**src/hdl/irq_pkg.sv**
```systemverilog
// Board interrupt controller definitions
// Interrupt source positions, board input widths, synchronizer depth
// and the debounce length of the external alarm path
`default_nettype none

package irq_pkg;

    // Board input widths
    localparam int N_ANTENNAS = 8;
    localparam int N_ALARMS   = 4;
    localparam int N_SFP      = 2;

    typedef logic [N_ANTENNAS-1:0] antenna_vec_t;
    typedef logic [N_ALARMS-1:0]   alarm_vec_t;
    typedef logic [N_SFP-1:0]      sfp_vec_t;

    // Interrupt sources, one sticky bit each
    localparam int N_IRQ          = 5;
    localparam int IRQ_ADC_DAC    = 0;
    localparam int IRQ_ADC_THRESH = 1;
    localparam int IRQ_EXT_ALARM  = 2;
    localparam int IRQ_SFP        = 3;
    localparam int IRQ_PSU        = 4;

    typedef logic [N_IRQ-1:0] irq_vec_t;

    // Input conditioning
    localparam int SYNC_STAGES     = 2;
    localparam int DEBOUNCE_CYCLES = 16;

    typedef logic [$clog2(DEBOUNCE_CYCLES+1)-1:0] debounce_cnt_t;

endpackage

`default_nettype wire

```
**src/hdl/regmap_pkg.sv**
```systemverilog
// Register map of the board interrupt controller
// Bus widths, register addresses and reset values
`default_nettype none

package regmap_pkg;

    typedef logic [7:0]  reg_addr_t;
    typedef logic [31:0] reg_data_t;

    // Sticky bits in [4:0], master interrupt in [31]
    localparam reg_addr_t ADDR_IRQ_STATUS   = 8'h00;
    // A set bit blocks its source
    localparam reg_addr_t ADDR_IRQ_MASK     = 8'h04;
    // Write one to clear, reads zero
    localparam reg_addr_t ADDR_IRQ_CLEAR    = 8'h08;
    // Live alarm, SFP and PSU levels
    localparam reg_addr_t ADDR_BOARD_STATUS = 8'h0C;
    // Live ADC threshold, over-range and over-voltage flags
    localparam reg_addr_t ADDR_ADC_STATUS   = 8'h10;

    // All five sources blocked out of reset
    localparam reg_data_t MASK_RESET = 32'h0000_001F;

    // Master interrupt position in the status word
    localparam int STATUS_MASTER_BIT = 31;

endpackage

`default_nettype wire

```
**src/hdl/intr_ctrl_if.sv**
```systemverilog
// Link between the register block and the interrupt collector
// Mask and clear go down to the collector, sticky status comes back
`default_nettype none

interface intr_ctrl_if
    import irq_pkg::*;
();

    // Mask register value, 1 blocks the source
    irq_vec_t irq_mask;
    // Single-cycle clear pulse per source
    irq_vec_t irq_clear;
    // Sticky interrupt bits
    irq_vec_t irq_status;
    // OR of all sticky bits
    logic     irq_master;

    modport regs (
        output irq_mask,
        output irq_clear,
        input  irq_status,
        input  irq_master
    );

    modport collector (
        input  irq_mask,
        input  irq_clear,
        output irq_status,
        output irq_master
    );

endinterface

`default_nettype wire

```
**src/hdl/alarm_debounce.sv**
```systemverilog
// Level debouncer
// The output follows the input only once the input has held a new
// level for DEBOUNCE_CYCLES clocks, shorter pulses are dropped
`default_nettype none

module alarm_debounce
    import irq_pkg::*;
(
    input  logic clk,
    input  logic rst,
    input  logic din,
    output logic dout
);

    debounce_cnt_t cnt;
    logic          expire;

    // Input has differed from the output long enough
    assign expire = (din != dout) && (cnt == debounce_cnt_t'(DEBOUNCE_CYCLES - 1));

    always_ff @(posedge clk) begin
        if (rst) begin
            cnt  <= '0;
            dout <= 1'b0;
        end else if (din == dout) begin
            cnt <= '0;
        end else if (expire) begin
            cnt  <= '0;
            dout <= din;
        end else begin
            cnt <= cnt + 1'b1;
        end
    end

    // Output only moves on an expired count
    a_dout_after_expire: assert property (
        @(posedge clk) disable iff (rst)
        (dout != $past(dout)) |-> $past(expire)
    );

endmodule

`default_nettype wire

```
**src/hdl/irq_collector.sv**
```systemverilog
// Interrupt collector
// Condenses the board inputs into five interrupt sources, keeps one
// sticky bit per source with set-over-clear priority under the mask,
// and drives the master interrupt from the OR of the sticky bits
`default_nettype none

module irq_collector
    import irq_pkg::*;
(
    input  logic         clk,
    input  logic         rst,
    input  logic         irq_adc_dac,
    input  antenna_vec_t adc_threshold1,
    input  antenna_vec_t adc_threshold2,
    input  alarm_vec_t   ext_alarm,
    input  sfp_vec_t     sfp_los,
    input  sfp_vec_t     sfp_tx_fault,
    input  logic         psu_alarm,
    intr_ctrl_if.collector ctrl
);

    logic                   irq_adc_thresh;
    logic                   irq_ext_alarm;
    logic                   irq_ext_alarm_db;
    logic                   irq_sfp;
    logic [SYNC_STAGES-1:0] sfp_sync;
    logic [SYNC_STAGES-1:0] psu_sync;
    irq_vec_t               src_cond;
    irq_vec_t               src_set;
    irq_vec_t               sticky;

    assign irq_adc_thresh = (|adc_threshold1) || (|adc_threshold2);
    assign irq_ext_alarm  = |ext_alarm;
    assign irq_sfp        = (|sfp_los) || (|sfp_tx_fault);

    // SFP and PSU levels come from slow board logic
    always_ff @(posedge clk) begin
        if (rst) begin
            sfp_sync <= '0;
            psu_sync <= '0;
        end else begin
            sfp_sync <= {sfp_sync[SYNC_STAGES-2:0], irq_sfp};
            psu_sync <= {psu_sync[SYNC_STAGES-2:0], psu_alarm};
        end
    end

    alarm_debounce i_alarm_debounce (
        .clk  (clk),
        .rst  (rst),
        .din  (irq_ext_alarm),
        .dout (irq_ext_alarm_db)
    );

    always_comb begin
        src_cond                 = '0;
        // ADC paths are already in this clock domain
        src_cond[IRQ_ADC_DAC]    = irq_adc_dac;
        src_cond[IRQ_ADC_THRESH] = irq_adc_thresh;
        src_cond[IRQ_EXT_ALARM]  = irq_ext_alarm_db;
        src_cond[IRQ_SFP]        = sfp_sync[SYNC_STAGES-1];
        src_cond[IRQ_PSU]        = psu_sync[SYNC_STAGES-1];
    end

    assign src_set = src_cond & ~ctrl.irq_mask;

    // Set wins over a clear in the same cycle
    always_ff @(posedge clk) begin
        if (rst) begin
            sticky <= '0;
        end else begin
            sticky <= (sticky & ~ctrl.irq_clear) | src_set;
        end
    end

    assign ctrl.irq_status = sticky;
    assign ctrl.irq_master = |sticky;

    // Sticky bits only drop after a clear pulse from the register block
    a_fall_needs_clear: assert property (
        @(posedge clk) disable iff (rst)
        ((~ctrl.irq_status & $past(ctrl.irq_status) & ~$past(ctrl.irq_clear)) == '0)
    );

endmodule

`default_nettype wire

```
**src/hdl/intr_ctrl_regs.sv**
```systemverilog
// Interrupt control registers
// Mask register, write-one-to-clear pulse, sticky status readback and
// live board and ADC status words behind a registered read mux
`default_nettype none

module intr_ctrl_regs
    import irq_pkg::*;
    import regmap_pkg::*;
(
    input  logic         clk,
    input  logic         rst,
    input  logic         reg_wr,
    input  logic         reg_rd,
    input  reg_addr_t    reg_addr,
    input  reg_data_t    reg_wdata,
    output reg_data_t    reg_rdata,
    input  alarm_vec_t   ext_alarm,
    input  sfp_vec_t     sfp_los,
    input  sfp_vec_t     sfp_tx_fault,
    input  sfp_vec_t     sfp_detect_n,
    input  logic         psu_alarm,
    input  antenna_vec_t adc_threshold1,
    input  antenna_vec_t adc_threshold2,
    input  antenna_vec_t adc_over_range,
    input  antenna_vec_t adc_over_voltage,
    intr_ctrl_if.regs    ctrl
);

    irq_vec_t  mask_q;
    irq_vec_t  clear_q;
    reg_data_t status_word;
    reg_data_t board_word;
    reg_data_t adc_word;
    reg_data_t rd_mux;

    always_ff @(posedge clk) begin
        if (rst) begin
            mask_q <= MASK_RESET[N_IRQ-1:0];
        end else if (reg_wr && reg_addr == ADDR_IRQ_MASK) begin
            mask_q <= reg_wdata[N_IRQ-1:0];
        end
    end

    // Clear bits live for exactly one cycle after the write
    always_ff @(posedge clk) begin
        if (rst) begin
            clear_q <= '0;
        end else if (reg_wr && reg_addr == ADDR_IRQ_CLEAR) begin
            clear_q <= reg_wdata[N_IRQ-1:0];
        end else begin
            clear_q <= '0;
        end
    end

    assign ctrl.irq_mask  = mask_q;
    assign ctrl.irq_clear = clear_q;

    always_comb begin
        status_word                    = reg_data_t'(ctrl.irq_status);
        status_word[STATUS_MASTER_BIT] = ctrl.irq_master;
    end

    // Live levels, straight from the board pins
    assign board_word = reg_data_t'({psu_alarm, sfp_detect_n, sfp_tx_fault,
                                     sfp_los, ext_alarm});
    assign adc_word   = {adc_over_voltage, adc_over_range, adc_threshold2,
                         adc_threshold1};

    always_comb begin
        case (reg_addr)
            ADDR_IRQ_STATUS:   rd_mux = status_word;
            ADDR_IRQ_MASK:     rd_mux = reg_data_t'(mask_q);
            ADDR_BOARD_STATUS: rd_mux = board_word;
            ADDR_ADC_STATUS:   rd_mux = adc_word;
            // Clear register and holes read zero
            default:           rd_mux = '0;
        endcase
    end

    // Read data holds until the next read strobe
    always_ff @(posedge clk) begin
        if (rst) begin
            reg_rdata <= '0;
        end else if (reg_rd) begin
            reg_rdata <= rd_mux;
        end
    end

    a_clear_single_pulse: assert property (
        @(posedge clk) disable iff (rst)
        ((|ctrl.irq_clear) && $past(|ctrl.irq_clear)) |->
            ($past(reg_wr, 1) && $past(reg_wr, 2))
    );

endmodule

`default_nettype wire

```
**src/hdl/board_irq_top.sv**
```systemverilog
// Board interrupt controller top level
// Joins the register block and the interrupt collector, drives the
// single interrupt line to the processor
`default_nettype none

module board_irq_top
    import irq_pkg::*;
    import regmap_pkg::*;
(
    input  logic         clk,
    input  logic         rst,
    input  logic         reg_wr,
    input  logic         reg_rd,
    input  reg_addr_t    reg_addr,
    input  reg_data_t    reg_wdata,
    output reg_data_t    reg_rdata,
    input  logic         irq_adc_dac,
    input  antenna_vec_t adc_threshold1,
    input  antenna_vec_t adc_threshold2,
    input  antenna_vec_t adc_over_range,
    input  antenna_vec_t adc_over_voltage,
    input  alarm_vec_t   ext_alarm,
    input  sfp_vec_t     sfp_los,
    input  sfp_vec_t     sfp_tx_fault,
    input  sfp_vec_t     sfp_detect_n,
    input  logic         psu_alarm,
    output logic         pl_ps_irq
);

    intr_ctrl_if i_ctrl_if ();

    intr_ctrl_regs i_intr_ctrl_regs (
        .clk              (clk),
        .rst              (rst),
        .reg_wr           (reg_wr),
        .reg_rd           (reg_rd),
        .reg_addr         (reg_addr),
        .reg_wdata        (reg_wdata),
        .reg_rdata        (reg_rdata),
        .ext_alarm        (ext_alarm),
        .sfp_los          (sfp_los),
        .sfp_tx_fault     (sfp_tx_fault),
        .sfp_detect_n     (sfp_detect_n),
        .psu_alarm        (psu_alarm),
        .adc_threshold1   (adc_threshold1),
        .adc_threshold2   (adc_threshold2),
        .adc_over_range   (adc_over_range),
        .adc_over_voltage (adc_over_voltage),
        .ctrl             (i_ctrl_if.regs)
    );

    irq_collector i_irq_collector (
        .clk            (clk),
        .rst            (rst),
        .irq_adc_dac    (irq_adc_dac),
        .adc_threshold1 (adc_threshold1),
        .adc_threshold2 (adc_threshold2),
        .ext_alarm      (ext_alarm),
        .sfp_los        (sfp_los),
        .sfp_tx_fault   (sfp_tx_fault),
        .psu_alarm      (psu_alarm),
        .ctrl           (i_ctrl_if.collector)
    );

    // Level interrupt, high as long as any sticky bit is set
    assign pl_ps_irq = i_ctrl_if.irq_master;

endmodule

`default_nettype wire

```
**config.mk**
```make
export PLATFORM = sky130hd
export DESIGN_NAME = board_irq_top
export DESIGN_NICKNAME = d
export VERILOG_FILES = /design/src/hdl/irq_pkg.sv /design/src/hdl/regmap_pkg.sv /design/src/hdl/intr_ctrl_if.sv /design/src/hdl/alarm_debounce.sv /design/src/hdl/irq_collector.sv /design/src/hdl/intr_ctrl_regs.sv /design/src/hdl/board_irq_top.sv
export SDC_FILE = /design/constraint.sdc
export NUM_CORES = 1
export LEC_CHECK = 0
export ABC_CLOCK_PERIOD_IN_PS = 3400
export BUFFER_PORTS_ARGS = -buffer_cell sky130_fd_sc_hd__buf_2
export CORE_MARGIN = 5
export CORE_UTILIZATION = 49
export DETAILED_ROUTE_END_ITERATION = 8
export GPL_ROUTABILITY_DRIVEN = 0
export MAX_ROUTING_LAYER = met4
export PLACE_DENSITY = 0.86
export REMOVE_ABC_BUFFERS = 1
export SKIP_LAST_GASP = 1
export SYNTH_ARGS = -nofsm -noshare
export SYNTH_HDL_FRONTEND = slang
export SYNTH_HIERARCHICAL = 1
export SYNTH_SLANG_ARGS = --single-unit
```
**constraint.sdc**
```tcl
create_clock -name clk -period 3.4 [get_ports clk]
set_clock_uncertainty 0.2 [all_clocks]
set_input_delay 0.34 -clock clk [delete_from_list [all_inputs] [get_ports clk]]
set_output_delay 0.34 -clock clk [all_outputs]
set_load 0.01 [all_outputs]
```
==> qor.csv <==
metric;value;unit
max capacitance violation total;0;
number of buffers created by CTS;9;
dominant synthesized flop cell;sky130_fd_sc_hd__dfxtp_1;
detailed router's first-iteration violation count;120;
number of buffers between clock root and the deepest sink;2;
Slew @ Worst Pin;0.7715;ns
number of levels the H-tree was split into;3;
Die Ht;81.71;um
final sum of negative setup slack;0;ns
setup violation total in the final timing report;0;
standard cell core area;5042;um2
share of cells above drive strength 1;0.4743;
average via count per standard cell;5.186;
vias in the first global route;2220;
placed wire-length estimate after detailed placement;4682;um
tightest slew margin relative to the limit;0.4838;
crit-path most repeated cell;sky130_fd_sc_hd__ha_1;
global-route wire length before repair;10160;um
required time of the critical path;3.46;ns
delay of the slowest cell on the worst path;0.43;ns
largest net degree at the start of global routing;26;
count of endpoints failing hold in the final timing report;0;
flops & latches, synth;57;
CTS root buffer;sky130_fd_sc_hd__clkbuf_8;
achievable clock frequency;569.1;MHz
number of unique standard cell types used by synthesis;42;
Initial Utilization;0.4998;
result of the run;complete, no violations;
area growth from synthesis to layout;27.11;%
setup repair after global routing missed its margin;false;
count of hold buffers inserted by post-cts repair;0;
ratio of final minimum period to clock period;0.5168;
number of core rows;26;
async set-reset flop share out of synthesis;0;
Syn Std Cell Area;2520;um2
All-Layer GR Usage;0.2101;
class of the most critical hold timing path;primary input to flop;
family of cells with the greatest summed delay on the critical path;simple AND/OR/NAND/NOR gates;
YS warnings;6;
Vias;2178;
remaining global-route overflow;0;
sum of routed wire length over all layers;6398;um
mean instance size in the synthesized netlist;9.960;um2
most frequent cells in the layout;sky130_fd_sc_hd__buf_2, sky130_fd_sc_hd__dfxtp_1, sky130_fd_sc_hd__and2b_1, sky130_fd_sc_hd__a21oi_2, sky130_fd_sc_hd__nor2_2;
number of cells after detailed placement;404;
classification of the worst setup path;flop to flop;
Final Critical Period;1.757;ns
max-slew violation total from the final report;0;
main area contributors after synthesis;sky130_fd_sc_hd__dfxtp_1, sky130_fd_sc_hd__a21oi_2, sky130_fd_sc_hd__and2b_1, sky130_fd_sc_hd__nor2_2, sky130_fd_sc_hd__mux2_2;
clock latency on the worst-skew pair;0.34;ns
post-cts sizing count;0;
sort of element at the start of the critical path;flop;
highest ir drop seen on vdd;0.2904;mV
critical path, cell by cell;ha_1 > and3_1 > ha_1 > or3_4 > nor2_1;
standard cell with the maximum stage delay on the critical path;sky130_fd_sc_hd__or3_4;
clock edge transition at the registers on the reported setup and hold paths;0.07;ns
CTS tree;yes;
Post-route DRC;0;
post-route ant nets;0;
Routed WL per cell;15.23;um
Leak;1.458;nW
post-synthesis cell count;253;
Yosys top cell area share;0.4528;
number of nets in the final layout;435;
buffer and inverter count on the worst path;0;
number of flops mapped to enable cells by yosys;0;
critical path data arrival time;1.82;ns
Chip Width;81.71;um
share of the yosys chip area belonging to registers;0.4528;
CP max FO;5;
critical path capture point type;flop;
Port Buffer Count;93;
biggest area consumer among synthesized cells;sky130_fd_sc_hd__dfxtp_1;
antenna violations before repair;0;
number of placed I/O pins;121;
most common cell after layout, fill and taps aside;sky130_fd_sc_hd__buf_2;
area of the die;6677;um2
total clock sinks;57;
count of non-filler cells in the finished layout;420;
Detailed Routing Iterations Pass 1;4;
Power per Cell Area;453.7;nW/um2
setup repair bufs after CTS;0;
Ant. Diodes;0;
## state kept, by name (all words and copies together) (netlist names)
| name | cells |
|---|---|
| i_intr_ctrl_regs/ctrl.irq_clear | 5 |
| i_intr_ctrl_regs/ctrl.irq_mask | 5 |
| i_intr_ctrl_regs/reg_rdata | 32 |
| i_irq_collector/ctrl.irq_status | 5 |
| i_irq_collector/i_alarm_debounce/cnt | 5 |
| i_irq_collector/i_alarm_debounce/dout | 1 |
| i_irq_collector/psu_sync | 2 |
| i_irq_collector/sfp_sync | 2 |
## stage by stage
step / power, mW / util / worst slack (ns) / hold slack [ns] / area [um2]
floorplan: 0.7203 / - / 1.674 / 0.2069 / 2432
global placement: 0.7881 / 0.5935 / 1.412 / 0.2279 / 2993
detailed placement: 0.7908 / 0.5935 / 1.370 / 0.2361 / 2993
CTS: 1.465 / 0.6352 / 1.623 / 0.001082 / 3203
global route: 1.510 / 0.6352 / 1.547 / 0.005336 / 3203
finish: 1.453 / 0.6352 / 1.643 / 0.01723 / 3203
## kinds of logic after synthesis
logic type	Yosys count	share of synthesized area
simple gates	110	0.2870
fa+ha+maj	2	0.009929
xor+xnor	3	0.01043
compound gates	53	0.1599
buf+inv	20	0.04519
mux	8	0.03476
flops	57	0.4528
## metal layers
metal / global-route usage / vias up / wire (um)
met2: 0.3396 / 96 / 2992
met1: 0.2488 / 1005 / 2783
li1: - / 1064 / -
met5: - / - / 0
met3: 0.05482 / 13 / 498
met4: 0.08638 / 0 / 124
## path summary, 6_finish.rpt
kind         depth (start not counted)                                                 end                                                from  slack, ns
min                                  2       i_intr_ctrl_regs/ctrl.irq_clear[1]$_SDFF_PP0_                                        reg_wdata[1]       0.02
min reg2reg                          1              i_irq_collector/psu_sync[1]$_SDFF_PP0_              i_irq_collector/psu_sync[0]$_SDFF_PP0_       0.25
max                                  5  i_irq_collector/i_alarm_debounce/cnt[2]$_SDFF_PP0_  i_irq_collector/i_alarm_debounce/cnt[0]$_SDFF_PP0_       1.64
max reg2reg                          5  i_irq_collector/i_alarm_debounce/cnt[2]$_SDFF_PP0_  i_irq_collector/i_alarm_debounce/cnt[0]$_SDFF_PP0_       1.64
## cell type report
class / instances / area [um2]
clock inverter: 6 / 82.58
clock buffer: 10 / 127.6
multi-input combinational: 176 / 1265
inverter: 7 / 26.28
timing repair buffer: 94 / 473.0
fill: 439 / 1839
sequential: 57 / 1141
tap: 70 / 87.58
## worst register-to-register path: cells and delay by family, from the launching register on
family        cells  cell delay [ns]
simple gates      3             0.74
fa+ha+maj         2             0.43
flops             1             0.33
## synth_stat cells (all sizes together), types with 5 or more instances
cell,n
nor4,7
mux2,6
a21oi,25
a211o,5
o21ai,11
dfxtp,57
nand2b,9
nor2,37
clkbuf,8
and2,5
buf,5
nand2,12
and2b,20
a22oi,6
a222oi,5
inv,7
## power breakdown
part | switching [mW] | leakage, nW | internal [mW]
Combinational | 0.0552 | 0.891 | 0.0449
Clock | 0.268 | 0.106 | 0.409
Sequential | 0.00329 | 0.461 | 0.674
Power figures use the tool's default switching activity.
